===== config.mk =====
export PLATFORM = sky130hd
export DESIGN_NAME = action_ram
export DESIGN_NICKNAME = d
export VERILOG_FILES = /design/src/action_ram.sv
export VERILOG_INCLUDE_DIRS = /design/src
export SDC_FILE = /design/constraint.sdc
export NUM_CORES = 2
export LEC_CHECK = 0
export ABC_AREA = 1
export BUFFER_PORTS_ARGS = -buffer_cell sky130_fd_sc_hd__buf_4
export CAP_MARGIN = 20
export CORE_ASPECT_RATIO = 1.1
export CORE_MARGIN = 4
export CORE_UTILIZATION = 60
export CTS_CLUSTER_SIZE = 20
export DETAILED_ROUTE_END_ITERATION = 10
export GPL_ROUTABILITY_DRIVEN = 0
export PLACE_DENSITY = 0.8
export SKIP_CTS_REPAIR_TIMING = 1
export SLEW_MARGIN = 15
export SYNTH_ARGS = -nofsm -noshare
export SYNTH_HDL_FRONTEND = slang
export SYNTH_SLANG_ARGS = --single-unit
export TNS_END_PERCENT = 10

===== constraint.sdc =====
create_clock -name clk -period 9.4 [get_ports clk]
set_input_delay 2.82 -clock clk [delete_from_list [all_inputs] [get_ports clk]]
set_output_delay 2.82 -clock clk [all_outputs]
set_load 0.05 [all_outputs]

===== src/deparser_params.svh =====
`ifndef DEPARSER_PARAMS_SVH
`define DEPARSER_PARAMS_SVH

`define DATA_W          64
`define KEEP_W          (`DATA_W/8)
`define USER_W          128

`define BUF_BEATS       4
`define BUF_BYTES       (`BUF_BEATS*`KEEP_W)

`define NUM_ACT         4
`define NUM_CONT        4

// phv layout, low to high: 48b, 32b, 16b containers, then metadata
`define META_W          128
`define PHV_W           512
`define C48_OFF         0
`define C32_OFF         (`C48_OFF + 48*`NUM_CONT)
`define C16_OFF         (`C32_OFF + 32*`NUM_CONT)
`define META_OFF        (`C16_OFF + 16*`NUM_CONT)

`define RAM_AW          5
`define ACT_W           16
`define ENTRY_W         (`NUM_ACT*`ACT_W)

`define DISCARD_BIT     0
`define TBL_IDX_LSB     1
`define DEPARSER_MOD_ID 5

`endif


===== src/action_ram.sv =====
`timescale 1ns/1ns
`include "deparser_params.svh"

module action_ram (
	input  logic                 clk,
	input  logic                 wr_en,
	input  logic [`RAM_AW-1:0]   wr_addr,
	input  logic [`ENTRY_W-1:0]  wr_data,
	input  logic [`RAM_AW-1:0]   rd_addr,
	output logic [`ENTRY_W-1:0]  rd_data
);

	logic [`ENTRY_W-1:0] mem [0:(1<<`RAM_AW)-1];

	// all entries start invalid
	initial begin
		for (int i = 0; i < (1<<`RAM_AW); i++)
			mem[i] = '0;
	end

	always_ff @(posedge clk) begin
		if (wr_en)
			mem[wr_addr] <= wr_data;
		rd_data <= mem[rd_addr];  // registered read
	end

endmodule


# ---- Yosys cells after proc, flatten, opt, wreduce, memory -nomap -nowiden
# Memories as Yosys holds them, arrays and structs flattened. A register that Yosys moved wholly into a read port is not among the register bits.
# Cells that the tools add are included.
dict set report totals {
  elab_cells 3
  ramBits 2048
  regBits 0
  memories 1
}
dict set report op_classes {
  n_mux 2
}
# memory depth width rd rd_ports_with_merged_regs wr line
set memory_table {}
lappend memory_table {mem 32 64 1 1 1 action_ram.sv:13} ;# logic [`ENTRY_W-1:0] mem [0:(1<<`RAM_AW)-1];
# operator n
set op_table {}
lappend op_table {{1-bit two-way mux} 2}

# ---- Logic depth before layout (Yosys ltp)
dict set report depth {
  ltp_word 2
  ltp_mapped 12
}

# ---- Worst setup path after synthesis
# Ideal clock, no wire load.
dict set report synth_path {
  kind {input to register}
  startpoint {input port wr_addr[0]}
  endpoint {memory mem[0][0] (netlist bit) (enable)}
  stages 3
  path_slack_ns 3.116
  arrival_time_ns 5.797
  required_time_ns 8.914
  path_cell_list {inv_1 > nand3_1 > nor2_1}
}
# element line
set synth_rtl {}
lappend synth_rtl {{start, declared} action_ram.sv:7} ;# input logic [`RAM_AW-1:0] wr_addr,
lappend synth_rtl {{end, declared} action_ram.sv:13}
# Straight into the memory's write port.

==> key figures <==
Place
  • PortBufs: approximately 140
  • Post-DP Area: about 85000 sq um
  • Dpl hpwl: 101 mm

Timing
  • Crit share post-route: 59.1%
  • Unrepaired setup endpoints after global routing: false
  • # setup viols final: 0
  • Slew Viols, Final: 0
  • Worst rel slew slack: between 1 and 1.5%
  • Setup TNS after final layout: 0 ns
  • Clock Skew: approximately 0.027 ns
  • Slew @ Worst Pin: 1.48 ns
  • Hold Vio Cnt, Final: 0
  • Max frequency: about 180 MHz
  • Fin crit period: 5.55 ns

CTS
  • CTS Sinks: roughly 2100
  • Clk root buf: clkbuf_16
  • CTS max path bufs: 3
  • TritonCTS clock tree: yes
  • Num CTS Buffers: approximately 190
  • Clk_lat worst skew: 0.84 ns
  • Reg clk slew, reported paths: around 0.060 ns
  • H-Tree Depth: 4

Power and ir drop
  • Pleak: 32.6 nW
  • Pwr dens: 212 nW/um^2
  • Pwr Total: approximately 19 mW
  • Peak supply drop: around 0.23 mV

Synth
  • Syn Inst Count: slightly below 7000
  • Synth async-reset ratio: 0%
  • Synth top area share: roughly 74%
  • Ys flop type: edfxtp_1
  • Synth area leaders: edfxtp_1 74%, nand3_1 11%, nand2_1 11%
  • Synthesized area per cell: around 12 sq um
  • Top post-synthesis cells by count: 2376 x nand2_1, 2048 x edfxtp_1, 1800 x nand3_1
  • Number of synthesized flops with an enable pin: 2048
  • Cell area after synthesis: just over 80000 sq um
  • Unique cell type count in the Yosys netlist: 13
  • Syn_nets: ~7000
  • Syn. warnings: 0
  • Area leader, netlist: edfxtp_1
  • Count leader, synth: nand2_1
  • Sequential cell area fraction in the yosys report: between 70 and 80%
  • Flops & latches, synth: about 2100

Critical path
  • FF-to-FF End: rd_data[15]$_DFF_P_
  • Worst r2r path cells: 8
  • CP Cell Sequence: buf_8, buf_12, buf_12, nand2_1, nand3_1, nand3_1, nand2_1, nand2_1, nand2_1, nand2_1, nand2_1
  • Worst path required time: about 10 ns
  • CP top delay family: buffers and inverters
  • Critical path type: in -> reg
  • Worst setup endpoint: rd_data[34]$_DFF_P_
  • CP Max Fanout: 233
  • Startpoint type of the worst setup path: input pin
  • Most used cell, CP: nand2_1
  • R2R Setup Slk: 7.93 ns
  • Crit path DAT: 6.31 ns
  • Crit end category: flip-flop
  • Critical path depth: 11
  • Max stage delay cell, worst path: buf_12
  • Buf/Inv on CP: 3
  • Critical path's largest stage delay: 0.79 ns
  • Crit. Startpoint: rd_addr[0]
  • Reg2reg start: mem[25][15]$_DFFE_PP_

Route
  • Final ANT Viol Nets: 0
  • Vias post-DR: around 55000
  • Initial DRC count: between 8000 and 9000
  • 1st-pass router iterations: 8
  • DRC: 0
  • Post-DR wirelength/cell: approximately 25 microns
  • Vias per Instance: between 6 and 7
  • Total wire length: between 200 and 250 mm

Global routing
  • First-pass GRT wire length: 325 mm
  • Gr usage total: a little under a third
  • Initial antenna violation count: 6
  • GR Overflow Total: 0
  • Vias in the first global route: 53600
  • Largest net degree at the start of global routing: between 200 and 250

Status
  • Outcome: finished clean

Final layout
  • Final Cell Area: approximately 92000 sq um
  • Synth-to-layout area growth: 10.3%
  • Fin nets: a little under 7000
  • # fillers: approximately 9000
  • Share of cells above drive strength 1: about 7.5%

Hold path
  • Worst hold path class: reg -> reg

Floorplanning
  • Starting Density: 60.7%
  • # rows: roughly 140
  • Die area: 144000 sq um
  • Horiz. Die Dim: 363 microns
  • Boundary Pins: between 100 and 150
  • Core Area: about 140000 sq um
  • Die Span Y: 398 microns

Job
  • Max cap viols: 0
-- registers in the layout (all words and copies together) (netlist names) --
signal,cells
rd_data,64
mem,2048
-- worst reg2reg max path: stages (launching register included) --
cell,delay [ns]
edfxtp_1,0.33
nand2_1,0.08
nand3_1,0.18
nand3_1,0.11
nand2_1,0.12
nand2_1,0.06
nand2_1,0.10
nand2_1,0.05
nand2_1,0.30
-- kinds of logic after synthesis --
family / after synthesis / share of synthesized area (%)
flip-flops: 2112 / 75.6
buffers and inverters: 448 / 2.61
AND/OR/NAND/NOR: 4208 / 21.7
-- report_power, final --
part	internal, mW	switching, mW
clock network	4.28	3.37
registers	10.5	0.0506
logic	0.307	0.937
total	15.1	4.36
-- cell usage in the layout (no fill, tap or decap) --
cell type / Yosys / routed
clkinv_1: 0 / 37
clkbuf_16: 0 / 196
nor2_4: 0 / 32
bufinv_16: 0 / 11
clkinv_8: 0 / 1
dfxtp_1: 64 / 64
diode_2: 0 / 8
clkinv_4: 0 / 1
buf_6: 4 / 1
inv_1: 7 / 5
nand2_1: 2376 / 2376
clkbuf_1: 82 / 54
inv_16: 0 / 6
buf_4: 28 / 187
inv_6: 0 / 5
buf_8: 0 / 3
inv_8: 0 / 2
nand3_1: 1800 / 1800
clkinv_2: 0 / 29
edfxtp_1: 2048 / 2048
buf_12: 0 / 27
inv_4: 1 / 1
clkinvlp_4: 0 / 1
clkbuf_8: 0 / 18
-- final cells by class --
cell class / instances / area, sq um / area share [%]
tap: 1800 / 2250 / 2.46
clock inverter: 89 / 782 / 0.854
antenna: 8 / 20.0 / 0.0219
sequential: 2112 / 62800 / 68.6
clock buffer: 268 / 5360 / 5.85
timing repair buffer: 218 / 2000 / 2.19
multi-input combinational: 4208 / 18300 / 20.0
inverter: 10 / 76.3 / 0.0834
-- per-layer routing --
layer	share of wire (%)	vias up	global-route usage, %
li1	-	23900	-
met1	35	26400	40.1
met2	47	3954	47.9
met3	13	765	7.02
met4	4.8	4	13.8
met5	0.014	-	0
-- through the flow --
step / setup WS, ns / utilization (%) / instances / hold slack [ns]
finish: 3.85 / 66.9 / 8713 / 0.689
global route: 3.92 / 66.9 / 8705 / 0.759
CTS: 4.23 / 66.9 / 8705 / 0.703
detailed placement: 3.43 / 62.4 / 8348 / 0.685
global placement: 3.51 / 62.4 / 8348 / 0.663
floorplan: 3.12 / - / 6768 / 0.640
-- worst min-delay path by stage --
| stage | startpoint | end | slack (ns) | cells past startpoint |
|---|---|---|---|---|
| global placement | mem[20][33]$_DFFE_PP_ | rd_data[33]$_DFF_P_ | 0.66 | 6 |
| finish | mem[20][33]$_DFFE_PP_ | rd_data[33]$_DFF_P_ | 0.69 | 6 |
| floorplan | mem[20][10]$_DFFE_PP_ | rd_data[10]$_DFF_P_ | 0.64 | 6 |
| detailed placement | mem[20][33]$_DFFE_PP_ | rd_data[33]$_DFF_P_ | 0.68 | 6 |
| global route | mem[6][23]$_DFFE_PP_ | rd_data[23]$_DFF_P_ | 0.76 | 6 |
| CTS | mem[2][37]$_DFFE_PP_ | rd_data[37]$_DFF_P_ | 0.70 | 6 |
Power figures use the tool's default switching activity.
