[config.mk]
export PLATFORM = sky130hd
export DESIGN_NAME = field_extract
export DESIGN_NICKNAME = d
export VERILOG_FILES = /design/src/deparser_pkg.sv /design/src/field_extract.sv
export VERILOG_INCLUDE_DIRS = /design/src
export SDC_FILE = /design/constraint.sdc
export NUM_CORES = 1
export LEC_CHECK = 0
export BUFFER_PORTS_ARGS = -buffer_cell sky130_fd_sc_hd__buf_2
export CELL_PAD_IN_SITES_DETAIL_PLACEMENT = 0
export CELL_PAD_IN_SITES_GLOBAL_PLACEMENT = 1
export CORE_AREA = 2 2 230 232
export DETAILED_ROUTE_END_ITERATION = 8
export DIE_AREA = 0 0 232 234
export PLACE_DENSITY_LB_ADDON = 0.1
export SETUP_SLACK_MARGIN = 0.15
export SYNTH_ARGS = -nofsm -noshare
export SYNTH_HDL_FRONTEND = slang
export SYNTH_SLANG_ARGS = --single-unit
[constraint.sdc]
create_clock -name clk -period 2.5 [get_ports clk]
set_input_delay 0.125 -clock clk [delete_from_list [all_inputs] [get_ports clk]]
set_output_delay 0.125 -clock clk [all_outputs]
set_load 0.05 [all_outputs]
[src/deparser_params.svh]
`ifndef DEPARSER_PARAMS_SVH
`define DEPARSER_PARAMS_SVH

`define DATA_W          64
`define KEEP_W          (`DATA_W/8)
`define USER_W          128

`define BUF_BEATS       4
`define BUF_BYTES       (`BUF_BEATS*`KEEP_W)

`define NUM_ACT         4
`define NUM_CONT        4

// phv layout, low to high: 48b, 32b, 16b containers, then metadata
`define META_W          128
`define PHV_W           512
`define C48_OFF         0
`define C32_OFF         (`C48_OFF + 48*`NUM_CONT)
`define C16_OFF         (`C32_OFF + 32*`NUM_CONT)
`define META_OFF        (`C16_OFF + 16*`NUM_CONT)

`define RAM_AW          5
`define ACT_W           16
`define ENTRY_W         (`NUM_ACT*`ACT_W)

`define DISCARD_BIT     0
`define TBL_IDX_LSB     1
`define DEPARSER_MOD_ID 5

`endif

[src/deparser_pkg.sv]
package deparser_pkg;

	// container kind, also gives the field length
	typedef enum logic [1:0] {
		CONT_NONE = 2'd0,
		CONT_C16  = 2'd1,
		CONT_C32  = 2'd2,
		CONT_C48  = 2'd3
	} cont_kind_e;

	// one slot of an action entry
	typedef struct packed {
		logic [4:0] offset;  // byte offset into the buffer
		logic [1:0] idx;     // container index
		cont_kind_e kind;
		logic [5:0] rsvd;
		logic       valid;
	} parse_act_t;

	typedef struct packed {
		logic [47:0] value;  // byte 0 lands at offset
		cont_kind_e  kind;
		logic [4:0]  offset;
	} field_t;

	typedef enum logic [3:0] {
		WAIT_PHV, LOAD_1, LOAD_2, LOAD_3,
		EXTRACT, PATCH,
		FLUSH_0, FLUSH_1, FLUSH_2, FLUSH_3,
		PASS, DROP
	} depar_state_e;

	typedef enum logic [2:0] {
		HDR, ENTRY, SKIP
	} cfg_state_e;

endpackage

[src/field_extract.sv]
`timescale 1ns/1ns
`include "deparser_params.svh"

module field_extract import deparser_pkg::*; (
	input  logic               clk,
	input  logic               aresetn,
	input  logic               start,
	input  parse_act_t         act,
	input  logic [`PHV_W-1:0]  phv,
	output field_t             field
);

	logic [47:0] c48;
	logic [31:0] c32;
	logic [15:0] c16;
	logic [47:0] value;
	cont_kind_e  kind;
	logic [47:0] value_q;
	cont_kind_e  kind_q;
	logic [4:0]  offset_q;

	assign c48 = phv[`C48_OFF + 48*act.idx +: 48];
	assign c32 = phv[`C32_OFF + 32*act.idx +: 32];
	assign c16 = phv[`C16_OFF + 16*act.idx +: 16];

	// msb of the container ends up in value byte 0
	always_comb begin
		value = '0;
		kind = CONT_NONE;
		if (act.valid) begin
			kind = act.kind;
			case (act.kind)
				CONT_C16:
					for (int j = 0; j < 2; j++)
						value[8*j +: 8] = c16[8*(1-j) +: 8];
				CONT_C32:
					for (int j = 0; j < 4; j++)
						value[8*j +: 8] = c32[8*(3-j) +: 8];
				CONT_C48:
					for (int j = 0; j < 6; j++)
						value[8*j +: 8] = c48[8*(5-j) +: 8];
				default: kind = CONT_NONE;
			endcase
		end
	end

	always_ff @(posedge clk) begin
		if (!aresetn)
			kind_q <= CONT_NONE;
		else if (start)
			kind_q <= kind;
	end

	always_ff @(posedge clk) begin
		if (start) begin
			value_q <= value;
			offset_q <= act.offset;
		end
	end

	assign field = '{value: value_q, kind: kind_q, offset: offset_q};

endmodule

# Word level (Yosys, flattened, before mapping)
# Index checks and enable logic that the tools add are counted.
[classes] add_sub_neg=2 n_mul=1 eq_ne=3 shift=3 mux=4 n_reduce_logical=2
[op_table] cell="512-bit by 10-bit indexed part select with 32-bit output" count=1
[op_table] cell="512-bit by 11-bit indexed part select with 16-bit output" count=1
[op_table] cell="512-bit by 9-bit indexed part select with 48-bit output" count=1
[op_table] cell="16-bit one-hot mux with 3 select lines" count=1
[op_table] cell="16-bit one-hot mux with 2 select lines" count=1
[op_table] cell="9-bit by 6-bit adder with 10-bit output (first input constant)" count=1
[op_table] cell="8-bit by 7-bit adder with 9-bit output (first input constant)" count=1
[op_table] cell="2-bit == test (second input constant)" count=2
[op_table] cell="2-bit by 2-bit multiplier with 4-bit output (first input constant)" count=1
[op_table] cell="2-bit two-way mux" count=2
[op_table] cell="3-bit OR reduction" count=1
[op_table] cell="2-bit by 1-bit == test with 1-bit output (second input constant)" count=1
[op_table] cell="2-bit AND reduction" count=1
[word_totals] register_bits=55 out_inout_bits=55

# Logic depth before layout (Yosys ltp)
[depth] word_depth=4 ltp_mapped=7 depth_no_buf=3

# Least setup slack after synthesis
# OpenSTA, ideal clock, no wires.
[synth_path] path_type="input -> register" start="input port act[9] (netlist name)" end="register value_q[13], data pin" setup_time_ps=271 arrival_time_ps=1079 t_required_ps=2229 setup_slack_ps=1150 path_stages=5 path_buffers=2 cell_sequence="buf_6 -> buf_2 -> mux4_2 -> nand2_1 -> o31ai_2"
[synth_between] elab_chain_cells=3
[synth_rtl] element="start, declared" line_no="field_extract.sv:8" text="input parse_act_t act,"
[synth_rtl] element="9-bit by 6-bit adder with 10-bit output (no source line), or another cell as far along"
[synth_rtl] element="512-bit by 11-bit indexed part select with 16-bit output, or another cell as far along" line_no="field_extract.sv:24" text="assign c16 = phv[`C16_OFF + 16*act.idx +: 16];"
[synth_rtl] element="16-bit one-hot mux with 3 select lines *" line_no="field_extract.sv:32" text="case (act.kind)"
[synth_rtl] element="end signal, assigned" line_no="field_extract.sv:56" text="value_q <= value;"
[synth_rtl] element="end, declared" line_no="field_extract.sv:18" text="logic [47:0] value_q;"
# Every way passes the cells marked *; elsewhere a longest branch is shown, timed or not.
# A chain may end at the register's enable or synchronous reset.

# Worst setup path after layout
[layout_path] start="input port act[7] (netlist name)" end="register value_q[39], data pin"
[layout_between] elab_chain_cells=2
[layout_rtl] element="2-bit == test" line_no="field_extract.sv:32"
[layout_rtl] element="2-bit AND reduction (no source line)"
# No other way between the ends.

==> results by group <==
GRT
  – Initial antenna violation count: 4
  – Vias in the first global route: 5,734
  – First-pass GRT wire length: 37,220 µm
  – Largest net degree at the start of global routing: 58
  – All-Layer GR Usage: 9.488%
  – Grt ovf: 0

Placement
  – Port bufs: 451
  – GP Congestion: 0.7052
  – Dpl cell area: 8068 µm²
  – DP Wirelength: 21,420 µm
  – Pre-CTS setup slack: 466.2 ps

Min path
  – Hold Crit Start: aresetn
  – Hold Crit Class: in -> reg

Setup path
  – CP Launch Type: input pin
  – Setup crit end kind: flop
  – CP delay by family, top: simple AND/OR/NAND/NOR gates
  – CP cell instances: buf_2, buf_4, nand3_1, nor2b_1
  – CP max-delay cell: nand3_1
  – Worst path buffer plus inverter count: 2
  – Worst Setup SP: act[7]
  – Max stage delay on crit path: 600 ps
  – Crit-path max FO: 16
  – CP required: 2660 ps
  – Worst setup path class: in -> reg
  – CP arrival: 1680 ps
  – R2R Path Start: kind_q[0]$_SDFFE_PN0P_

Timing
  – Slew Limit Fails: 0
  – Final setup TNS: 0 ps
  – Slew @ Worst Pin: 917.6 ps
  – Clock skew: 0 ps
  – Final setup violation count: 0
  – Final Hold Vio Count: 0
  – FMAX: 0.6591 GHz
  – Slew Limit Headroom: 38.82%
  – Minimum clock period: 1517 ps
  – Final Cycle Share: 60.69%
  – RSZ-0062 raised after global routing: no
  – Worst setup margin: 982.7 ps
  – Hold_ws: 53.12 ps

Clocking
  – H-tree levels: 2
  – CTS tree: built
  – CTS sink cnt: 55
  – TritonCTS Buffers: 5
  – Clock root cell: clkbuf_16
  – Clk_lat worst skew: 330 ps
  – CTS max path bufs: 2
  – Clock transition at the registers of the reported paths: 90 ps

Cells and area
  – Share of post-route cells with drive strength above 1: 76.51%
  – Post-Layout Inst Area: 8275 µm²
  – Area Overhead vs Synth: 65.76%
  – Register Area: 1632 µm²
  – Final #Nets: 1,326
  – Fillers: 5,887
  – Multi-input gate area: 3050 µm²

Detailed routing
  – Total iterations of the first detailed-routing run: 4
  – ANT nets after route: 0
  – Post-Route WL: 26,330 µm
  – Via-per-instance ratio: 3.388
  – First DRT Iteration DRCs: 140
  – DR vias: 5,034
  – Avg WL per Cell: 17.72 µm
  – Drt drc: 0

Outcome
  – Status: finished clean

Run
  – Max_cap viols: 0

Yosys
  – Most frequent cell after synthesis: mux4_2
  – Top post-synthesis cells by count: mux4_2 (78), edfxtp_1 (53), nand2_1 (50)
  – Syn avg cell area: 14.39 µm²
  – Yosys reg bits: 55
  – Post-synthesis cell count: 347
  – Post-synthesis mux area share: 43.13%
  – Main synth FF type: edfxtp_1
  – Simple-gate share of the synthesized area: 9.298%
  – Number of flops mapped to enable cells by yosys: 53
  – Synth warnings: 0
  – Largest family of logic cells by synthesized area: multiplexers
  – Mapped Area: 4992 µm²
  – Syn nets: 878
  – Async SR Flop Fraction: 0%
  – Synth area leaders: mux4_2 (35%), edfxtp_1 (32%), mux2_2 (4.3%)
  – Synth Area in Adders: 0%
  – Synth Area in Compound Gates: 8.622%
  – Post-synth cell types: 29
  – Yosys top cell by area: mux4_2
  – Synth top area share: 35.19%
  – XOR/XNOR share of the synthesized area: 0%
  – Sequential area share after synthesis: 32.68%

Floorplanning
  – # rows: 84
  – Starting Density: 9.596%
  – Die area: 54,290 µm²
  – Die Height: 234 µm
  – Total I/O pin count: 586
  – Core ar.: 52,020 µm²
  – Die Width: 232 µm

Power and ir drop
  – Worst vdd ir: 0.2229 mV
  – Leakage: 3.481 nW
  – Power Total: 0.003229 W
  – PwrDens: 390.2 nW/µm²
[stage by stage]
stage	cells	utilization, %
2_1_floorplan	347	-
3_3_place_gp	1471	15.51
3_5_place_dp	1471	15.51
4_1_cts	1484	15.90
5_1_grt	1484	15.90
6_report	1486	15.91
[registers in the layout (all words and copies together) (netlist names)]
name and count:
value_q 48, offset_q 5, kind_q 2
[cells by family after synthesis]
group / count (synthesis)
muxes: 112
and+or+nand+nor: 90
DFF: 55
buffers and inverters: 38
AOI/OAI and AO/OA: 52
[layout by cell type, fill, tap and decap left out]
master and n:
a21boi_0 2, nand2b_1 3, a31o_1 1, a21oi_1 16, buf_6 1, diode_2 2
nand2_2 1, buf_4 17, and3b_1 1, inv_6 1, mux2i_1 1, dlygate4sd3_1 5
buf_2 448, clkinvlp_4 1, a211oi_1 1, mux4_2 78, mux2_2 19, or2_1 1
nor2b_1 21, o31ai_2 16, nand3_1 3, mux2_1 13, edfxtp_1 53, inv_8 1
nand2_1 49, buf_12 7, o22ai_2 3, mux4_1 1, clkbuf_16 5, nor2b_2 11
o22ai_1 13, dfxtp_1 2, clkinv_1 1
[metal layers]
metal	vias to the layer above	global-route usage, %	part of all wire, %
li1	2320	-	-
met1	2425	10.70	39
met2	271	16.92	51
met3	12	3.672	9.5
met4	6	1.983	0.86
met5	-	0	0.16
[area by class of cell]
cell class              count  area share, %
diodes                      2        0.06048
repair buffers            478          31.07
clock buffers               5          1.512
inverters                   1        0.04536
clock inverters             3         0.3326
well taps                 688          10.40
flip-flops and latches     55          19.72
multi-input cells         254          36.86
[what timing repair did]
action / CTS / global route
buffers inserted: 0 / 0
resized for setup: 0 / 0
hold buffers: 5 / 0
endpoints found under the hold margin: 5 / 0
[path summary, 6_finish.rpt]
check,slack (ps),cells past startpoint,endpoint
worst min register to register,480,2,kind_q[1]$_SDFFE_PN0P_
worst min-delay path,50,2,kind_q[1]$_SDFFE_PN0P_
worst max-delay path,980,4,value_q[39]$_SDFFCE_PN0P_
worst max register to register,1890,2,kind_q[0]$_SDFFE_PN0P_
[worst register-to-register path, stage by stage (launching register included)]
cell and delay [ps]:
dfxtp_1 330, nand2b_1 50, a21boi_0 160
[power by group]
group	switching, W	leakage, nW	internal (W)
Combinational	0.000672	2.88	0.000601
Sequential	0.0000163	0.524	0.00109
Clock	0.000463	0.0724	0.000387
(Power assumes the default switching activity.)
