### src/deparser_params.svh
`ifndef DEPARSER_PARAMS_SVH
`define DEPARSER_PARAMS_SVH

`define DATA_W          64
`define KEEP_W          (`DATA_W/8)
`define USER_W          128

`define BUF_BEATS       4
`define BUF_BYTES       (`BUF_BEATS*`KEEP_W)

`define NUM_ACT         4
`define NUM_CONT        4

// phv layout, low to high: 48b, 32b, 16b containers, then metadata
`define META_W          128
`define PHV_W           512
`define C48_OFF         0
`define C32_OFF         (`C48_OFF + 48*`NUM_CONT)
`define C16_OFF         (`C32_OFF + 32*`NUM_CONT)
`define META_OFF        (`C16_OFF + 16*`NUM_CONT)

`define RAM_AW          5
`define ACT_W           16
`define ENTRY_W         (`NUM_ACT*`ACT_W)

`define DISCARD_BIT     0
`define TBL_IDX_LSB     1
`define DEPARSER_MOD_ID 5

`endif

### src/deparser_pkg.sv
package deparser_pkg;

	// container kind, also gives the field length
	typedef enum logic [1:0] {
		CONT_NONE = 2'd0,
		CONT_C16  = 2'd1,
		CONT_C32  = 2'd2,
		CONT_C48  = 2'd3
	} cont_kind_e;

	// one slot of an action entry
	typedef struct packed {
		logic [4:0] offset;  // byte offset into the buffer
		logic [1:0] idx;     // container index
		cont_kind_e kind;
		logic [5:0] rsvd;
		logic       valid;
	} parse_act_t;

	typedef struct packed {
		logic [47:0] value;  // byte 0 lands at offset
		cont_kind_e  kind;
		logic [4:0]  offset;
	} field_t;

	typedef enum logic [3:0] {
		WAIT_PHV, LOAD_1, LOAD_2, LOAD_3,
		EXTRACT, PATCH,
		FLUSH_0, FLUSH_1, FLUSH_2, FLUSH_3,
		PASS, DROP
	} depar_state_e;

	typedef enum logic [2:0] {
		HDR, ENTRY, SKIP
	} cfg_state_e;

endpackage

### src/buf_if.sv
`timescale 1ns/1ns
`include "deparser_params.svh"

interface buf_if;
	logic                           load_en;
	logic [$clog2(`BUF_BEATS)-1:0]  load_sel;
	logic                           meta_load;   // beat 0 tuser takes phv metadata
	logic                           patch_en;
	logic [2:0]                     out_sel;     // bit 2 set: fifo head, else stored beat
	logic                           beat_last;

	modport ctrl (
		output load_en, load_sel, meta_load, patch_en, out_sel,
		input  beat_last
	);

	modport store (
		input  load_en, load_sel, meta_load, patch_en, out_sel,
		output beat_last
	);
endinterface

### src/deparser_ctrl.sv
`timescale 1ns/1ns
`include "deparser_params.svh"

module deparser_ctrl import deparser_pkg::*; (
	input  logic  clk,
	input  logic  aresetn,
	input  logic  pkt_tlast,
	input  logic  pkt_empty,
	input  logic  phv_empty,
	input  logic  discard,
	output logic  pkt_rd,
	output logic  phv_rd,
	output logic  start,
	output logic  out_tvalid,
	input  logic  out_tready,
	buf_if.ctrl   bus
);

	depar_state_e state;
	depar_state_e state_nxt;

	always_comb begin
		state_nxt = state;
		pkt_rd = 1'b0;
		phv_rd = 1'b0;
		start = 1'b0;
		out_tvalid = 1'b0;
		bus.load_en = 1'b0;
		bus.load_sel = '0;
		bus.meta_load = 1'b0;
		bus.patch_en = 1'b0;
		bus.out_sel = 3'd0;

		case (state)
			WAIT_PHV: begin
				if (!pkt_empty && !phv_empty) begin
					pkt_rd = 1'b1;
					if (discard) begin
						phv_rd = 1'b1;
						state_nxt = pkt_tlast ? WAIT_PHV : DROP;  // single beat drop
					end else begin
						bus.load_en = 1'b1;
						bus.meta_load = 1'b1;
						state_nxt = pkt_tlast ? EXTRACT : LOAD_1;
					end
				end
			end
			LOAD_1, LOAD_2, LOAD_3: begin
				if (!pkt_empty) begin
					pkt_rd = 1'b1;
					bus.load_en = 1'b1;
					bus.load_sel = state[1:0];
					if (pkt_tlast || state == LOAD_3)
						state_nxt = EXTRACT;
					else
						state_nxt = depar_state_e'(state + 4'd1);
				end
			end
			EXTRACT: begin
				start = 1'b1;  // ram output settled since WAIT_PHV
				state_nxt = PATCH;
			end
			PATCH: begin
				bus.patch_en = 1'b1;
				state_nxt = FLUSH_0;
			end
			FLUSH_0, FLUSH_1, FLUSH_2, FLUSH_3: begin
				bus.out_sel = 3'(state - FLUSH_0);
				out_tvalid = 1'b1;
				if (out_tready) begin
					phv_rd = (state == FLUSH_0);
					if (bus.beat_last)
						state_nxt = WAIT_PHV;
					else if (state == FLUSH_3)
						state_nxt = PASS;
					else
						state_nxt = depar_state_e'(state + 4'd1);
				end
			end
			PASS: begin
				bus.out_sel = 3'b100;
				out_tvalid = !pkt_empty;
				if (!pkt_empty && out_tready) begin
					pkt_rd = 1'b1;
					if (pkt_tlast)
						state_nxt = WAIT_PHV;
				end
			end
			DROP: begin
				if (!pkt_empty) begin
					pkt_rd = 1'b1;
					if (pkt_tlast)
						state_nxt = WAIT_PHV;
				end
			end
			default: state_nxt = WAIT_PHV;
		endcase
	end

	always_ff @(posedge clk) begin
		if (!aresetn)
			state <= WAIT_PHV;
		else
			state <= state_nxt;
	end

	// stalled beat stays on the bus from the same source
	a_hold: assert property (@(posedge clk) disable iff (!aresetn)
		out_tvalid && !out_tready |=> out_tvalid && $stable(bus.out_sel));

endmodule

### src/flat_wrapper.sv
// flat-port wrapper written by rule: the top's interface ports become plain ports
module deparser_ctrl_flat import deparser_pkg::*;
  (clk, aresetn, pkt_tlast, pkt_empty, phv_empty, discard, pkt_rd, phv_rd, start, out_tvalid, out_tready, bus_load_en, bus_load_sel, bus_meta_load, bus_patch_en, bus_out_sel, bus_beat_last);
  buf_if bus_i ();
  input  logic clk;
  input  logic aresetn;
  input  logic pkt_tlast;
  input  logic pkt_empty;
  input  logic phv_empty;
  input  logic discard;
  output logic pkt_rd;
  output logic phv_rd;
  output logic start;
  output logic out_tvalid;
  input  logic out_tready;
  output wire logic [$bits(bus_i.load_en)-1:0] bus_load_en;
  output wire logic [$bits(bus_i.load_sel)-1:0] bus_load_sel;
  output wire logic [$bits(bus_i.meta_load)-1:0] bus_meta_load;
  output wire logic [$bits(bus_i.patch_en)-1:0] bus_patch_en;
  output wire logic [$bits(bus_i.out_sel)-1:0] bus_out_sel;
  input wire logic [$bits(bus_i.beat_last)-1:0] bus_beat_last;
  assign bus_load_en = bus_i.load_en;
  assign bus_load_sel = bus_i.load_sel;
  assign bus_meta_load = bus_i.meta_load;
  assign bus_patch_en = bus_i.patch_en;
  assign bus_out_sel = bus_i.out_sel;
  assign bus_i.beat_last = bus_beat_last;
  deparser_ctrl u_core (.clk(clk), .aresetn(aresetn), .pkt_tlast(pkt_tlast), .pkt_empty(pkt_empty), .phv_empty(phv_empty), .discard(discard), .pkt_rd(pkt_rd), .phv_rd(phv_rd), .start(start), .out_tvalid(out_tvalid), .out_tready(out_tready), .bus(bus_i));
endmodule
### config.mk
export PLATFORM = sky130hd
export DESIGN_NAME = deparser_ctrl_flat
export DESIGN_NICKNAME = d
export VERILOG_FILES = /design/src/deparser_pkg.sv /design/src/buf_if.sv /design/src/deparser_ctrl.sv /design/src/flat_wrapper.sv
export VERILOG_INCLUDE_DIRS = /design/src
export SDC_FILE = /design/constraint.sdc
export NUM_CORES = 1
export LEC_CHECK = 0
export ABC_AREA = 1
export BUFFER_PORTS_ARGS = -buffer_cell sky130_fd_sc_hd__buf_2
export CELL_PAD_IN_SITES_DETAIL_PLACEMENT = 1
export CELL_PAD_IN_SITES_GLOBAL_PLACEMENT = 1
export CORE_MARGIN = 2
export CORE_UTILIZATION = 37
export CTS_BUF_LIST = sky130_fd_sc_hd__clkbuf_4 sky130_fd_sc_hd__clkbuf_8
export CTS_CLUSTER_DIAMETER = 80
export CTS_CLUSTER_SIZE = 8
export DETAILED_ROUTE_END_ITERATION = 10
export PLACE_DENSITY_LB_ADDON = 0.1
export SLEW_MARGIN = 40
export SYNTH_ARGS = -nofsm -noshare
export SYNTH_HDL_FRONTEND = slang
export SYNTH_SLANG_ARGS = --single-unit
export TNS_END_PERCENT = 50
### constraint.sdc
create_clock -name clk -period 2.87 [get_ports clk]
set_input_delay 0.287 -clock clk [delete_from_list [all_inputs] [get_ports clk]]
set_output_delay 0.287 -clock clk [all_outputs]
set_load 0.005 [all_outputs]
Word-level counts from Yosys, hierarchy flattened
Cells that the tools add are included.
{ "totals": {"n_memories": 0, "output_inout_bits": 12, "inputBits": 8, "latch_bits": 0, "mem_bits_rw": 0, "elab_cells": 60, "reg_bits": 4, "mem_bits_ro": 0} }
{ "op_classes": {"div_mod_pow": 0, "add_sub_neg": 2, "n_mul": 0, "order_cmp": 0, "n_reduce_logical": 10, "muxes": 31, "n_eq_ne": 16, "shift": 0, "bitwise_logic": 0} }
{ "ops": {"columns": ["operator", "n"], "rows": [
  ["4-bit 2-to-1 mux", 11],
  ["4-bit one-hot mux with 7 select lines", 1],
  ["4-bit by 3-bit equality test with 1-bit output, second input constant", 4],
  ["4-bit equality test, second input constant", 4],
  ["1-bit 2-to-1 mux", 11],
  ["4-bit by 2-bit equality test with 1-bit output, second input constant", 2],
  ["4-bit OR reduction", 2],
  ["2-bit != test, second input constant", 3],
  ["1-bit one-hot mux with 2 select lines", 3],
  ["3-bit one-hot mux with 2 select lines", 1],
  ["5-bit AND reduction", 1],
  ["4-bit by 1-bit adder with 4-bit output, second input constant", 1],
  ["4-bit by 1-bit equality test with 1-bit output, second input constant", 1],
  ["4-bit logical NOT", 1],
  ["2-bit 2-to-1 mux", 2],
  ["2-bit by 1-bit != test with 1-bit output, second input constant", 2],
  ["3-bit 2-to-1 mux", 1],
  ["1-bit one-hot mux with 3 select lines", 1],
  ["3-bit OR reduction", 1],
  ["3-bit subtractor, second input constant", 1],
  ["1-bit logical AND", 2],
  ["1-bit logical NOT", 2],
  ["1-bit logical OR", 1]
]} }

Depth between registers and ports, before layout
{ "logic_depth": {"ltp_word": 5, "mapped_depth": 12, "ltp_nobuf": 12} }

Worst setup path before layout
OpenSTA, ideal clock, no wires.
{ "synth_timing": {"path_type": "register -> output", "from": "register u_core.state[0]", "to": "output bus_load_en", "stages_incl_launch_ff": 8, "setup_slack_ns": 1.339, "arrival_time_ns": 1.244, "path_cell_list": "dfxtp_1 -> inv_1 -> ha_1 -> inv_1 -> nand2_1 -> o21ai_0 -> or2_2 -> o21ai_0"} }
{ "synth_via": {"elab_chain_cells": 3, "elab_cells_between_ends": 6} }
{ "synth_rtl": {"columns": ["element", "line_no", "source"], "rows": [
  ["start: declaration", "deparser_ctrl.sv:19", "depar_state_e state;"],
  ["start signal: assignment", "deparser_ctrl.sv:104", "state <= state_nxt;"],
  ["4-bit by 1-bit equality test with 1-bit output or 4-bit by 2-bit equality test with 1-bit output (tied branches)", "deparser_ctrl.sv:34", "case (state)"],
  ["3-bit OR reduction", "deparser_ctrl.sv:34", null],
  ["1-bit one-hot mux with 2 select lines *", "deparser_ctrl.sv:34", null],
  ["end: declaration", "flat_wrapper.sv:16", "output wire logic [$bits(bus_i.load_en)-1:0] bus_load_en;"]
]} }
Every way passes the cells marked *; elsewhere a longest branch is shown, timed or not.

Worst setup path after layout
Ends and elaborated chain as after synthesis.

==> results.cfg <==
[run_status]
status = finished clean

[detailed_routing]
first_iter_violations = 7
final_antenna_net_count = 0
vias = 803
drc = 0
routedWlPerCell_um = 11.67
dr.pass1.iters = 4
viasPerCell = 4.867
drt_wl_total_um = 1926

[cells_and_area]
area_growth_syn_to_layout_pct = 22.37
final_cells = 165
top_register = u_core.state
reg_top3 = u_core.state (4)
drive_above_1_share = 0.3071
antenna-diode-count = 0
final_nets = 155
largest_reg_flops = 4

[timing]
worst_slew_pin_slew_ps = 315.9
max_freq_mhz = 482.5
post-route-period-util = 0.7222
rsz0062_at_grt = no
hold_violations = 0
whs_ps = 328.0
relSlewSlack = 0.7891
maxSlewViolCount = 0
finalSetupTns_ps = 0
fin_worst_skew_ps = 0.5495
period_minus_slack_ps = 2073
worst_slack_ps = 797.3
setup-violations-final = 0

[pwr]
total_power_mw = 0.6431
p_sw_frac = 0.5553
power_frac_seq = 0.164
power_frac_clock = 0.106
power_density_nw_per_um2 = 789.6
power.internal_mw = 0.2860
p_leak_nw = 0.4680
combPwrFrac = 0.730
ir_worst_vdd_v = 0.0003331
netSwitchingPower_mw = 0.3571

[place]
gp_congestion = 0.8152
place_hpwl_um = 1680
dp.cells = 162
pre_cts_slack_ps = 1048
port-buffer-count = 19

[synthesis]
syn_inst = 118
postSynth.asyncResetShare = 0
synth.avg_cell_area_um2 = 5.641
yosys_warnings = 0
synth_top_cell_by_area = nand2_1
yosys-top-cells-area = nand2_1, dfxtp_1, inv_1
synth_edf_count = 0
netlist_area_um2 = 665.6
synth_flop_cell = dfxtp_1
ys_seq_area_frac = 0.1203
synth_seq_cells = 4
ys_types = 19
synth_top_area_frac = 0.1974
syn_nets = 131

[worst_setup_path]
cp-start-kind = flip-flop
crit_start = u_core.state[0]$_SDFFE_PN0P_
endpoint_kind = output pin
worstSetupPathType = flip-flop to output pin
crit_fanout = 6
critPathRequiredTime_ps = 2580
r2r_start = u_core.state[0]$_SDFFE_PN0P_
arrival_ps = 1790

[clocking]
clockRootBuffer = clkbuf_4
cts.clk_slew.worst_paths_ps = 40
cts_resized = 0
cts.sinks = 4
cts.hold.buffers_added = 0
post-cts-setup-buffers = 0
clk_path_buf_depth = 2
cts_tree = yes
h-tree-depth = 1
cts_made_buffers = 3
clk_latency_ps = 230

[hold_path]
hold_path.class = input pin to flip-flop
worstHoldStart = aresetn

[global_route]
overflow = 0
antenna_found_initial = 0
grt_max_degree = 8
grt_pass1_vias = 751
grt_pass1_wl_um = 3160
grt_usage = 0.2113

[floorplanning]
initial_core_util = 0.3897
coreArea_um2 = 1708
fp.dieW_um = 46.42
die_h_um = 46.42
fp.dieArea_um2 = 2154
fp-row-count = 15
io_pins = 20

[run]
drv_cap = 0
power by group through the flow:
| stage | Clock, mW | Combinational, mW | Sequential (mW) |
|---|---|---|---|
| final | 0.0682 | 0.469 | 0.106 |
| after global routing | 0.0744 | 0.543 | 0.109 |
| after CTS | 0.0726 | 0.477 | 0.105 |
| after detailed placement | 0 | 0.475 | 0.106 |
| after global placement | 0 | 0.469 | 0.105 |
| after floorplan | 0 | 0.352 | 0.0976 |
critical path, stage by stage (launching register included):
cell and delay, ps:
dfxtp_1 420, inv_1 140, ha_1 220, inv_1 120, nand2_1 100, o21ai_0 190, or2_2 170, o21ai_0 70
buf_2 120
layer usage:
metal	global-route usage	part of all wire
met3	0.02353	0.018
met1	0.2751	0.46
met2	0.3417	0.52
met5	0	0
met4	0.1029	0
area by class of cell:
class / count / area [µm²]
flip-flops and latches: 4 / 80.08
repair buffers: 19 / 95.09
clock buffers: 3 / 22.52
fillers: 245 / 893.4
well taps: 25 / 31.28
multi-input cells: 93 / 506.7
inverters: 21 / 78.83
layout by cell type, fill, tap and decap left out, types with 5 or more instances in the layout:
master   instances
nand3_1          8
nand2_1         35
nand2_2          6
buf_2           19
a21oi_1          6
nor2_1          10
inv_1           17
o21ai_0          6
ha_1             5
metrics by stage:
stage | util | instance area, µm²
after detailed placement | 0.4637 | 792.0
after global placement | 0.4637 | 792.0
final | 0.4769 | 814.5
after floorplan | - | 665.6
after CTS | 0.4769 | 814.5
after global routing | 0.4769 | 814.5
synth_stat cells (4+ instances only):
library cell   n
a21oi_1        6
dfxtp_1        4
ha_1           5
inv_1         17
inv_2          4
nand2_1       35
nand2_2        6
nand3_1        8
nor2_1        10
o21ai_0        6
path summary, 6_finish.rpt:
path,endpoint,slack (ps),depth (start not counted)
min,u_core.state[2]$_SDFFE_PN0P_,330,3
max,bus_load_en,800,8
max reg2reg,u_core.state[1]$_SDFFE_PN0P_,1150,11
min reg2reg,u_core.state[1]$_SDFFE_PN0P_,570,2
cells by family after synthesis:
kind of cell,synth area share
flops,0.1203
buf+inv,0.1184
simple gates,0.5301
fa+ha+maj,0.09398
compound gates,0.1372
(Power assumes the default switching activity.)
