**config.mk**
```make
export PLATFORM = sky130hd
export DESIGN_NAME = cfg_writer
export DESIGN_NICKNAME = d
export VERILOG_FILES = /design/src/deparser_pkg.sv /design/src/cfg_writer.sv
export VERILOG_INCLUDE_DIRS = /design/src
export SDC_FILE = /design/constraint.sdc
export NUM_CORES = 1
export LEC_CHECK = 0
export ABC_AREA = 0
export BUFFER_PORTS_ARGS = -buffer_cell sky130_fd_sc_hd__buf_2
export CORE_ASPECT_RATIO = 2
export CORE_MARGIN = 3
export CORE_UTILIZATION = 38
export CTS_CLUSTER_SIZE = 12
export DETAILED_ROUTE_END_ITERATION = 6
export PLACE_DENSITY = 0.77
export SYNTH_ARGS = -nofsm -noshare
export SYNTH_HDL_FRONTEND = slang
export SYNTH_SLANG_ARGS = --single-unit
```
**constraint.sdc**
```tcl
create_clock -name clk -period 5.64 [get_ports clk]
set_input_delay 0.846 -clock clk [delete_from_list [all_inputs] [get_ports clk]]
set_output_delay 0.846 -clock clk [all_outputs]
set_load 0.02 [all_outputs]
```
**src/deparser_params.svh**
```systemverilog
`ifndef DEPARSER_PARAMS_SVH
`define DEPARSER_PARAMS_SVH

`define DATA_W          64
`define KEEP_W          (`DATA_W/8)
`define USER_W          128

`define BUF_BEATS       4
`define BUF_BYTES       (`BUF_BEATS*`KEEP_W)

`define NUM_ACT         4
`define NUM_CONT        4

// phv layout, low to high: 48b, 32b, 16b containers, then metadata
`define META_W          128
`define PHV_W           512
`define C48_OFF         0
`define C32_OFF         (`C48_OFF + 48*`NUM_CONT)
`define C16_OFF         (`C32_OFF + 32*`NUM_CONT)
`define META_OFF        (`C16_OFF + 16*`NUM_CONT)

`define RAM_AW          5
`define ACT_W           16
`define ENTRY_W         (`NUM_ACT*`ACT_W)

`define DISCARD_BIT     0
`define TBL_IDX_LSB     1
`define DEPARSER_MOD_ID 5

`endif

```
**src/deparser_pkg.sv**
```systemverilog
package deparser_pkg;

	// container kind, also gives the field length
	typedef enum logic [1:0] {
		CONT_NONE = 2'd0,
		CONT_C16  = 2'd1,
		CONT_C32  = 2'd2,
		CONT_C48  = 2'd3
	} cont_kind_e;

	// one slot of an action entry
	typedef struct packed {
		logic [4:0] offset;  // byte offset into the buffer
		logic [1:0] idx;     // container index
		cont_kind_e kind;
		logic [5:0] rsvd;
		logic       valid;
	} parse_act_t;

	typedef struct packed {
		logic [47:0] value;  // byte 0 lands at offset
		cont_kind_e  kind;
		logic [4:0]  offset;
	} field_t;

	typedef enum logic [3:0] {
		WAIT_PHV, LOAD_1, LOAD_2, LOAD_3,
		EXTRACT, PATCH,
		FLUSH_0, FLUSH_1, FLUSH_2, FLUSH_3,
		PASS, DROP
	} depar_state_e;

	typedef enum logic [2:0] {
		HDR, ENTRY, SKIP
	} cfg_state_e;

endpackage

```
**src/cfg_writer.sv**
```systemverilog
`timescale 1ns/1ns
`include "deparser_params.svh"

module cfg_writer import deparser_pkg::*; (
	input  logic                 clk,
	input  logic                 aresetn,
	input  logic [`DATA_W-1:0]   ctrl_tdata,
	input  logic                 ctrl_tvalid,
	input  logic                 ctrl_tlast,
	output logic                 wr_en,
	output logic [`RAM_AW-1:0]   wr_addr,
	output logic [`ENTRY_W-1:0]  wr_data
);

	cfg_state_e state;
	logic       id_match;

	assign id_match = (ctrl_tdata[7:0] == 8'(`DEPARSER_MOD_ID));

	always_ff @(posedge clk) begin
		if (!aresetn) begin
			state <= HDR;
			wr_en <= 1'b0;
		end else begin
			wr_en <= 1'b0;
			if (ctrl_tvalid) begin
				case (state)
					HDR: begin
						if (!ctrl_tlast)
							state <= id_match ? ENTRY : SKIP;
					end
					ENTRY: begin
						wr_en <= 1'b1;
						state <= ctrl_tlast ? HDR : SKIP;  // trailing beats ignored
					end
					SKIP: begin
						if (ctrl_tlast)
							state <= HDR;
					end
					default: state <= HDR;
				endcase
			end
		end
	end

	always_ff @(posedge clk) begin
		if (ctrl_tvalid && state == HDR)
			wr_addr <= ctrl_tdata[8 +: `RAM_AW];
		if (ctrl_tvalid && state == ENTRY)
			wr_data <= ctrl_tdata[`ENTRY_W-1:0];
	end

	// one entry per config packet
	a_single_write: assert property (@(posedge clk) disable iff (!aresetn)
		wr_en |=> !wr_en);

endmodule

```
== After elaboration in Yosys (flattened, before gate mapping) ==
Cells that the tools add are included.

* Register bits after elaboration: 73
* Bits of input ports: 68
* Output and inout bits: 70
* Logic and storage cells: 20

* Equality and inequality tests: 5
* Muxes and demuxes: 6
* Reductions and logical operators: 5

{| class="wikitable"
|+ Operator list
! cell !! count
|-
| one-hot mux 3 bit (3 select lines) || 1
|-
| equality test 8 x 3 -> 1 bit, second input constant || 1
|-
| two-way mux 3 bit || 2
|-
| two-way mux 2 bit || 2
|-
| inequality test 2 bit, second input constant || 2
|-
| equality test 3 x 1 -> 1 bit, second input constant || 1
|-
| equality test 3 x 2 -> 1 bit, second input constant || 1
|-
| logical NOT 3 bit || 1
|-
| AND reduction 3 bit || 1
|-
| logical AND 1 bit || 2
|-
| AND reduction 2 bit || 1
|-
| two-way mux 1 bit || 1
|}

== Depth between registers and ports, before layout ==
Gate-level depths: netlist of the first run.

* Depth after elaboration: 4
* Gate-level depth with buffers: 3
* Depth with buffers taken out: 3

== Least setup slack after synthesis of the first run ==
Ideal clock, no wire load.

* Kind: input-to-reg
* Start point: input port ctrl_tvalid
* End point: register wr_data[0], enable pin
* Setup time: 0.429 ns
* Data arrival time: 2.512 ns
* Data required time: 5.211 ns
* Path slack: 2.699 ns
* Cell stages on the path: 2
* Path buffers: 0
* Cell sequence: nor2b_4 -> and2_1

* Cells in the longest elaborated chain, start to end: 1

{| class="wikitable"
|+ RTL lines
! what !! line !! text
|-
| start, declared || cfg_writer.sv:8 || <nowiki>input logic ctrl_tvalid,</nowiki>
|-
| logical AND 1 bit || cfg_writer.sv:49 || <nowiki>if (ctrl_tvalid && state == ENTRY)</nowiki>
|-
| end signal, assigned || cfg_writer.sv:50 || <nowiki>wr_data <= ctrl_tdata[`ENTRY_W-1:0];</nowiki>
|-
| end, declared || cfg_writer.sv:12 || <nowiki>output logic [`ENTRY_W-1:0] wr_data</nowiki>
|}

No other way between the ends.
A chain may end at the register's enable or synchronous reset.

== Worst setup path in the final report of the first run ==
* Start point: input port ctrl_tvalid
* End point: register wr_data[52], enable pin

The elaborated chain is that of the path after synthesis.

==> impl_metrics.env, run 1 <==
export IMPL_tightestPinTransition_ns=0.782
export IMPL_use_met2_pct=24.5
export IMPL_finalHoldViolCount=0
export IMPL_internal_power_mw=0.849
export IMPL_drv_cap=0
export IMPL_routabilityCongestion=0.727
export IMPL_p_sw_share_pct=17.7
export IMPL_drt_wirelength_per_cell_um=17.0
export IMPL_synth_edf_count=69
export IMPL_p_leak_nw=1.33
export IMPL_r2r_cells=3
export IMPL_clk_latency_ns=0.33
export IMPL_clock_sinks=72
export IMPL_cts_tree="yes"
export IMPL_hold_path_depth=1
export IMPL_hold_path_class="reg -> reg"
export IMPL_cts_resized=0
export IMPL_netlist_top_cells_area="edfxtp_1 (93%), dfxtp_1 (2.7%), a32o_1 (0.89%)"
export IMPL_synth_most_common_cell="edfxtp_1"
export IMPL_slew_limit_headroom_pct=47.8
export IMPL_min_to="wr_en"
export IMPL_skew_ns=0.00439
export IMPL_combPwrFrac_pct=3.3
export IMPL_crit_path_max_fanout=35
export IMPL_cts_root_buf="clkbuf_8"
export IMPL_dp_hpwl_um=4050
export IMPL_post_route_cells_drive_above_1_share_pct=62.9
export IMPL_async_flop_share_pct=0
export IMPL_yosysSeqAreaShare_pct=95.3
export IMPL_grt_pass1_vias=1456
export IMPL_clk_pin_slew_worst_paths_ns=0.07
export IMPL_grt_util_all_layers_pct=15.6
export IMPL_hp_start="state[0]"
export IMPL_grt_max_degree=36
export IMPL_ir_drop_mv=0.260
export IMPL_drv_slew=0
export IMPL_fin_ws_ns=3.38
export IMPL_routed_wl_um=5100
export IMPL_p_seq_share_pct=57.1
export IMPL_p_sw_mw=0.183
export IMPL_regToRegEndpoint="wr_data[52]"
export IMPL_rsz0062_at_grt="false"
export IMPL_synth_cell_types=14
export IMPL_reg2reg_setup_slack_ns=3.68
export IMPL_drc=0
export IMPL_grt_pass1_wl_um=7270
export IMPL_regToRegStartpoint="state[1]"
export IMPL_via_per_inst=4.60
export IMPL_post_cts_buffers=0
export IMPL_grtUsageMet1_pct=14.5
export IMPL_period_minus_slack_ns=2.26
export IMPL_power_density_nw_per_um2=322
export IMPL_numPortBuffers=137
export IMPL_initial_utilization_pct=40.2
export IMPL_synth_nets=155
export IMPL_antenna_found_initial=1
export IMPL_required_ns=5.62
export IMPL_row_count=38
export IMPL_fin_util_pct=57.6
export IMPL_diodes=0
export IMPL_status="finished clean"
export IMPL_cts_max_level=3
export IMPL_fp_dieArea_um2=6900
export IMPL_yosysTopAreaCell="edfxtp_1"
export IMPL_firstDrtPassIters=4
export IMPL_clock_fmax_mhz=443
export IMPL_startpoint_type="input pin"
export IMPL_ys_ff_latch=72
export IMPL_overflow=0
export IMPL_core_area_um2=5560
export IMPL_cp_arrival_ns=2.24
export IMPL_area_growth_pct=43.3
export IMPL_grtUsageMet3_pct=9.82
export IMPL_final_area_um2=3210
export IMPL_avgSynthCellArea_um2=25.7
export IMPL_fp_dieH_um=115
export IMPL_synth_common_cells="edfxtp_1 (69), dfxtp_1 (3), a32o_1 (2), nand2_1 (2), o21ai_0 (2)"
export IMPL_synthFlopType="edfxtp_1"
export IMPL_synth_cells=87
export IMPL_routed_via_count=1379
export IMPL_crit_path_end_kind="flip-flop"
export IMPL_num_nets_final=304
export IMPL_die_w_um=60.3
export IMPL_ys_warn_count=0
export IMPL_fin_crit_sh_pct=40.1
export IMPL_netlist_area_leader_share_pct=92.6
export IMPL_ant_nets=0
export IMPL_place_area_um2=3010
export IMPL_hold_buffers=0
export IMPL_synth_area_um2=2240
export IMPL_crit_type="in -> reg"
export IMPL_finalSetupViolCount=0
export IMPL_clockPowerShare_pct=39.5
export IMPL_cts_buffer_depth=2
export IMPL_pre_cts_ws_ns=3.02
export IMPL_drt_initial_drc_count=34
export IMPL_ios=138
export IMPL_top_usage_layer="met2"
export IMPL_numCtsBuffers=9
export IMPL_tns_ns=0
==> state kept, by name, indices dropped and copies added, names as in the netlist <==
name and cells:
wr_data 64, wr_addr 5, wr_en 1, state 2
==> final cells by class <==
cell class                      count  area, um^2
Fill cell                         458        2360
Sequential cell                    72        2130
Timing Repair Buffer              138         693
Clock buffer                        9         124
Multi-Input combinational cell     14         103
Clock inverter                      6        75.1
Tap cell                           60        75.1
Inverter                            1        3.75
==> logic make-up (layout without fill, tap and decap cells) <==
logic type | after synthesis | in the layout | synth area share (%)
buffers and inverters | 1 | 154 | 0.168
flip-flops | 72 | 72 | 95.3
AO/OA/AOI/OAI | 4 | 4 | 1.34
AND/OR/NAND/NOR | 10 | 10 | 3.19
==> cells in the final DEF, fill, tap and decap left out <==
cell       count
inv_1          1
and2_2         1
dfxtp_1        3
clkinv_1       4
bufinv_16      2
o21ai_0        2
clkbuf_8       9
nor2b_4        1
edfxtp_1      69
and3_1         1
nor3b_1        1
nand2_1        2
nand3b_1       1
nor2b_1        1
nor4bb_1       1
buf_2        137
a32o_1         2
buf_4          1
nor4_1         1
==> power groups by stage <==
stage	logic (mW)	registers [mW]	clock network [mW]
finish	0.0344	0.590	0.408
global route	0.0386	0.589	0.443
CTS	0.0349	0.590	0.420
detailed placement	0.0350	0.601	0
global placement	0.0328	0.601	0
floorplan	0.00445	0.605	0
==> critical path: stages <==
cell and delay [ns]:
buf_2 0.11, nor2b_4 0.16, and2_2 0.59, buf_4 0.52
==> per-stage QoR <==
stage,power [mW],hold WS (ns),instances
after floorplan,0.609,0.504,87
after global placement,0.634,0.516,285
after detailed placement,0.636,0.532,285
after CTS,1.04,0.549,300
after global routing,1.07,0.586,300
final,1.03,0.557,300
==> layer usage <==
| layer | part of all wire [%] | vias up |
|---|---|---|
| met5 | 0.26 | - |
| met4 | 3.0 | 2 |
| met3 | 13 | 18 |
| met2 | 54 | 81 |
| met1 | 29 | 631 |
| li1 | - | 647 |
==> how the worst max path moves through the flow <==
stage	cells past startpoint	startpoint	to	slack, ns
after floorplan	2	ctrl_tvalid	wr_data[0]	2.70
after global placement	4	ctrl_tvalid	wr_data[3]	3.10
final	4	ctrl_tvalid	wr_data[52]	3.38
after CTS	4	ctrl_tvalid	wr_data[52]	3.38
after detailed placement	4	ctrl_tvalid	wr_data[16]	3.02
after global routing	4	ctrl_tvalid	wr_data[39]	3.27
(Power assumes the default switching activity.)
==> run 2, diff against run 1 <==
ABC_AREA = 1   (was 0)
clock period = 2.2 ns   (was 5.64 ns; I/O delays follow)
==> impl_metrics.env, run 2 <==
export IMPL_muxShareOfSynthArea_pct=0
export IMPL_hold_buffers=0
export IMPL_synth_fa_ha_area_share_pct=0
export IMPL_cts_tree="yes"
export IMPL_synth_common_cells="edfxtp_1 (69), inv_1 (12), nand2_1 (12)"
export IMPL_ys_ff_latch=72
export IMPL_path_cells="inv_2 > nor3_4 > buf_12"
export IMPL_fp_dieArea_um2=7110
export IMPL_crit_path_end_kind="flip-flop"
export IMPL_drc=0
export IMPL_clock_fmax_mhz=800
export IMPL_cts_root_buf="clkbuf_16"
export IMPL_clock_sinks=72
export IMPL_finalPower_mw=2.84
export IMPL_yosysTopAreaCell="edfxtp_1"
export IMPL_skew_ns=0.00588
export IMPL_area_growth_pct=45.9
export IMPL_drv_slew=0
export IMPL_period_minus_slack_ns=1.25
export IMPL_startpoint_type="flip-flop"
export IMPL_final_cells=327
export IMPL_avgSynthCellArea_um2=20.8
export IMPL_tightestPinTransition_ns=0.444
export IMPL_layout_commonest_cell="buf_2"
export IMPL_cts_buffer_depth=2
export IMPL_place_area_um2=3120
export IMPL_required_ns=2.20
export IMPL_fin_ws_ns=0.950
export IMPL_numCtsBuffers=9
export IMPL_routabilityCongestion=0.850
export IMPL_final_cell_mix="buf_2 (137), edfxtp_1 (69), inv_1 (12), nand2_1 (12), clkbuf_16 (9)"
export IMPL_grt_pass1_vias=1544
export IMPL_num_nets_final=329
export IMPL_slowest_stage="dfxtp_2"
export IMPL_routed_via_count=1469
export IMPL_synth_edf_count=69
export IMPL_largestRegisters="wr_data (64), wr_addr (5), state (2)"
export IMPL_crit_path_end="wr_data[57]"
export IMPL_hold_path_class="in -> reg"
export IMPL_slowest_delay_ns=0.37
export IMPL_ios=138
export IMPL_largest_register_ffs=64
export IMPL_row_count=39
export IMPL_drv_cap=0
export IMPL_crit_type="reg -> reg"
export IMPL_synth_most_common_cell="edfxtp_1"
export IMPL_netlist_top_cells_area="edfxtp_1 (90%), dfxtp_1 (2.6%), inv_1 (1.9%)"
export IMPL_tns_ns=0
export IMPL_top_register="wr_data"
export IMPL_synth_top_family_by_area="simple AND/OR/NAND/NOR gates"
export IMPL_final_area_um2=3370
export IMPL_post_route_cells_drive_above_1_share_pct=60.9
export IMPL_place_inst=311
export IMPL_synth_nets=179
export IMPL_die_w_um=61.1
export IMPL_regToRegStartpoint="state[0]"
export IMPL_dp_hpwl_um=3880
export IMPL_reg2reg_setup_slack_ns=0.95
export IMPL_synth_compound_area_share_pct=0.596
export IMPL_fin_util_pct=58.1
export IMPL_fin_hold_ws_ns=0.179
export IMPL_synth_cells=111
export IMPL_slew_limit_headroom_pct=70.2
export IMPL_routed_wl_um=4980
export IMPL_synth_area_um2=2310
export IMPL_async_flop_share_pct=0
export IMPL_antenna_found_initial=0
export IMPL_ir_drop_mv=0.730
export IMPL_fin_crit_sh_pct=56.8
export IMPL_crit_path_max_fanout=48
export IMPL_cts_max_level=3
export IMPL_drt_wirelength_per_cell_um=15.2
export IMPL_grt_pass1_wl_um=7190
export IMPL_synthFlopType="edfxtp_1"
export IMPL_clk_latency_ns=0.32
export IMPL_finalHoldViolCount=0
export IMPL_netlist_area_leader_share_pct=89.7
export IMPL_diodes=0
export IMPL_synthSimpleGateAreaFrac_pct=4.71
export IMPL_grt_util_all_layers_pct=14.9
export IMPL_via_per_inst=4.49
export IMPL_synth_cell_types=14
export IMPL_p_leak_nw=1.46
export IMPL_yosysSeqAreaShare_pct=92.3
export IMPL_ant_nets=0
export IMPL_core_area_um2=5810
export IMPL_status="finished clean"
export IMPL_cp_arrival_ns=1.25
export IMPL_fp_dieH_um=116
export IMPL_clk_pin_slew_worst_paths_ns=0.05
export IMPL_overflow=0
export IMPL_drt_initial_drc_count=32
export IMPL_power_density_nw_per_um2=842
export IMPL_r2r_cells=3
export IMPL_post_cts_buffers=0
export IMPL_finalSetupViolCount=0
export IMPL_regToRegEndpoint="wr_data[57]"
export IMPL_cp_startpoint="state[0]"
export IMPL_grt_max_degree=49
export IMPL_initial_utilization_pct=39.8
export IMPL_pre_cts_ws_ns=0.831
export IMPL_rsz0062_at_grt="false"
export IMPL_ys_warn_count=0
export IMPL_numPortBuffers=137
export IMPL_firstDrtPassIters=4
export IMPL_cts_resized=0
export IMPL_synth_xor_xnor_area_share_pct=0
## run 2: cell count changes after synthesis, sizes merged
cell / delta
a21oi: +2
a32o: -2
and2: -1
and3: -1
inv: +14
nand2: +11
nand3: +3
nand3b: -1
nor2: +3
nor2b: -2
nor3: +2
nor3b: -1
nor4bb: -1
o21ai: -2
## run 2: how the worst min path moves through the flow
stage	cells after the start	endpoint	start	slack [ns]
after floorplan	0	wr_addr[0]	ctrl_tdata[8]	0.43
after global placement	2	state[0]	state[0]	0.50
after detailed placement	1	wr_data[55]	ctrl_tdata[55]	0.51
after CTS	1	wr_data[26]	ctrl_tdata[26]	0.17
after global routing	1	wr_data[44]	ctrl_tdata[44]	0.16
final	1	wr_data[26]	ctrl_tdata[26]	0.18
## run 2: layout make-up
class                           instances  area, um^2
Clock buffer                           10         229
Clock inverter                          6        26.3
Fill cell                             457        2430
Inverter                               15        58.8
Multi-Input combinational cell         24         134
Sequential cell                        72        2130
Tap cell                               61        76.3
Timing Repair Buffer                  139         713
## run 2: logic make-up (layout without fill, tap and decap cells)
kind of cell / after synthesis / count (layout)
buffers and inverters: 15 / 170
flip-flops: 72 / 72
AND/OR/NAND/NOR: 22 / 22
AO/OA/AOI/OAI: 2 / 2
## run 2: where the power goes
group	total, mW	internal, mW	switching [mW]
sequential	1.52	1.51	0.00582
combinational	0.101	0.0538	0.0476
clock	1.22	0.743	0.478
## run 2: per-layer routing
layer / track usage [%] / wire, um / vias to the layer above / part of all wire [%]
met5: 0 / 0 / - / 0
met4: 9.99 / 189 / 0 / 3.8
met3: 7.30 / 447 / 16 / 9.0
met2: 25.2 / 2910 / 85 / 58
met1: 12.9 / 1440 / 664 / 29
li1: - / - / 704 / -
## run 2: critical path, delay by kind of cell, from the launching register on
| family | cells | cell delay [ns] |
|---|---|---|
| buf+inv | 2 | 0.35 |
| flops | 1 | 0.37 |
| simple gates | 1 | 0.17 |
==> run 3, diff against run 2 <==
ABC_AREA = 0   (was 1)
clock period = 1.3 ns   (was 2.2 ns; I/O delays follow)
==> impl_metrics.env, run 3 (synthesis gave the netlist of run 1 again) <==
export IMPL_crit_type="reg -> reg"
export IMPL_cts_tree="yes"
export IMPL_finalHoldViolCount=0
export IMPL_startpoint_type="flip-flop"
export IMPL_period_minus_slack_ns=1.20
export IMPL_place_inst=287
export IMPL_min_to="wr_data[15]"
export IMPL_firstDrtPassIters=3
export IMPL_fin_crit_sh_pct=92.4
export IMPL_tns_ns=0
export IMPL_finalPower_mw=4.52
export IMPL_drv_cap=0
export IMPL_drv_slew=0
export IMPL_routed_via_count=1361
export IMPL_p_leak_nw=1.35
export IMPL_numPortBuffers=137
export IMPL_hp_start="ctrl_tdata[15]"
export IMPL_regToRegStartpoint="state[1]"
export IMPL_r2r_cells=3
export IMPL_cp_arrival_ns=1.22
export IMPL_cp_top_family="flip-flops"
export IMPL_n_fill_cell=456
export IMPL_required_ns=1.32
export IMPL_crit_buf_inv=1
export IMPL_area_growth_pct=45.6
export IMPL_largest_register_ffs=64
export IMPL_place_area_um2=3050
export IMPL_numCtsBuffers=9
export IMPL_fp_dieArea_um2=6900
export IMPL_status="finished clean"
export IMPL_hold_path_depth=1
export IMPL_via_per_inst=4.51
export IMPL_crit_path_end_kind="flip-flop"
export IMPL_skew_ns=0.00484
export IMPL_reg2reg_setup_slack_ns=0.1
export IMPL_ios=138
export IMPL_die_w_um=60.3
export IMPL_clock_sinks=72
export IMPL_initial_utilization_pct=40.2
export IMPL_cts_max_level=3
export IMPL_diodes=0
export IMPL_hold_path_class="in -> reg"
export IMPL_num_nets_final=306
export IMPL_hold_buffers=0
export IMPL_clock_fmax_mhz=833
export IMPL_drt_wirelength_per_cell_um=15.9
export IMPL_regToRegEndpoint="wr_data[13]"
export IMPL_post_route_cells_drive_above_1_share_pct=64.9
export IMPL_crit_path_max_fanout=39
export IMPL_pre_cts_ws_ns=0.0836
export IMPL_slowest_stage="dfxtp_2"
export IMPL_final_cell_mix="buf_2 (137), edfxtp_1 (69), clkbuf_8 (9)"
export IMPL_top_register="wr_data"
export IMPL_power_density_nw_per_um2=1390
export IMPL_ant_nets=0
export IMPL_ir_drop_mv=1.23
export IMPL_multi_input_area_um2=104
export IMPL_fin_ws_ns=0.0990
export IMPL_routabilityCongestion=0.734
export IMPL_clk_pin_slew_worst_paths_ns=0.07
export IMPL_seq_area_um2=2130
export IMPL_final_area_um2=3260
export IMPL_grt_util_all_layers_pct=15.1
export IMPL_cts_buffer_depth=2
export IMPL_slew_limit_headroom_pct=81.5
export IMPL_grt_pass1_wl_um=7180
export IMPL_path_cells="nor2b_4 > and2_4 > buf_12"
export IMPL_rsz0062_at_grt="false"
export IMPL_final_cells=302
export IMPL_drc=0
export IMPL_fin_hold_ws_ns=0.0345
export IMPL_fin_util_pct=58.6
export IMPL_grt_pass1_vias=1482
export IMPL_row_count=38
export IMPL_cts_root_buf="clkbuf_8"
export IMPL_overflow=0
export IMPL_routed_wl_um=4790
export IMPL_fp_dieH_um=115
export IMPL_post_cts_buffers=0
export IMPL_dp_hpwl_um=3870
export IMPL_finalSetupViolCount=0
export IMPL_clk_latency_ns=0.33
export IMPL_largestRegisters="wr_data (64), wr_addr (5), state (2)"
export IMPL_grt_max_degree=40
export IMPL_tightestPinTransition_ns=0.275
export IMPL_drt_initial_drc_count=13
export IMPL_layout_commonest_cell="buf_2"
export IMPL_slowest_delay_ns=0.34
export IMPL_cts_resized=0
export IMPL_core_area_um2=5560
export IMPL_antenna_found_initial=0
## run 3: where the power goes
part	internal, mW	total (mW)	leakage [nW]	switching, mW
sequential	2.55	2.56	0.648	0.00494
combinational	0.0904	0.154	0.602	0.0641
clock	1.06	1.81	0.103	0.747
total	3.71	4.52	1.35	0.816
## run 3: final cells by class
class / instances / share of cell area, %
Clock buffer: 9 / 3.80
Clock inverter: 6 / 2.61
Inverter: 1 / 0.115
Multi-Input combinational cell: 14 / 3.19
Sequential cell: 72 / 65.5
Tap cell: 60 / 2.30
Timing Repair Buffer: 140 / 22.5
## run 3: routing by layer
layer | vias to the layer above | global-route usage (%) | wire length (um)
met2 | 84 | 26.2 | 2720
met1 | 616 | 12.8 | 1330
met3 | 9 | 9.03 | 625
met5 | - | 0 | 0
li1 | 652 | - | -
met4 | 0 | 7.54 | 115
## run 3: worst max path at each step
| stage | startpoint | end | slack (ns) | depth (start not counted) |
|---|---|---|---|---|
| after floorplan | state[1] | wr_data[0] | -0.07 | 2 |
| after global placement | ctrl_tvalid | wr_data[13] | 0.12 | 4 |
| after detailed placement | ctrl_tvalid | wr_data[13] | 0.08 | 4 |
| after CTS | state[1] | wr_data[46] | 0.09 | 3 |
| after global routing | state[1] | wr_data[13] | 0.07 | 3 |
| final | state[1] | wr_data[13] | 0.1 | 3 |
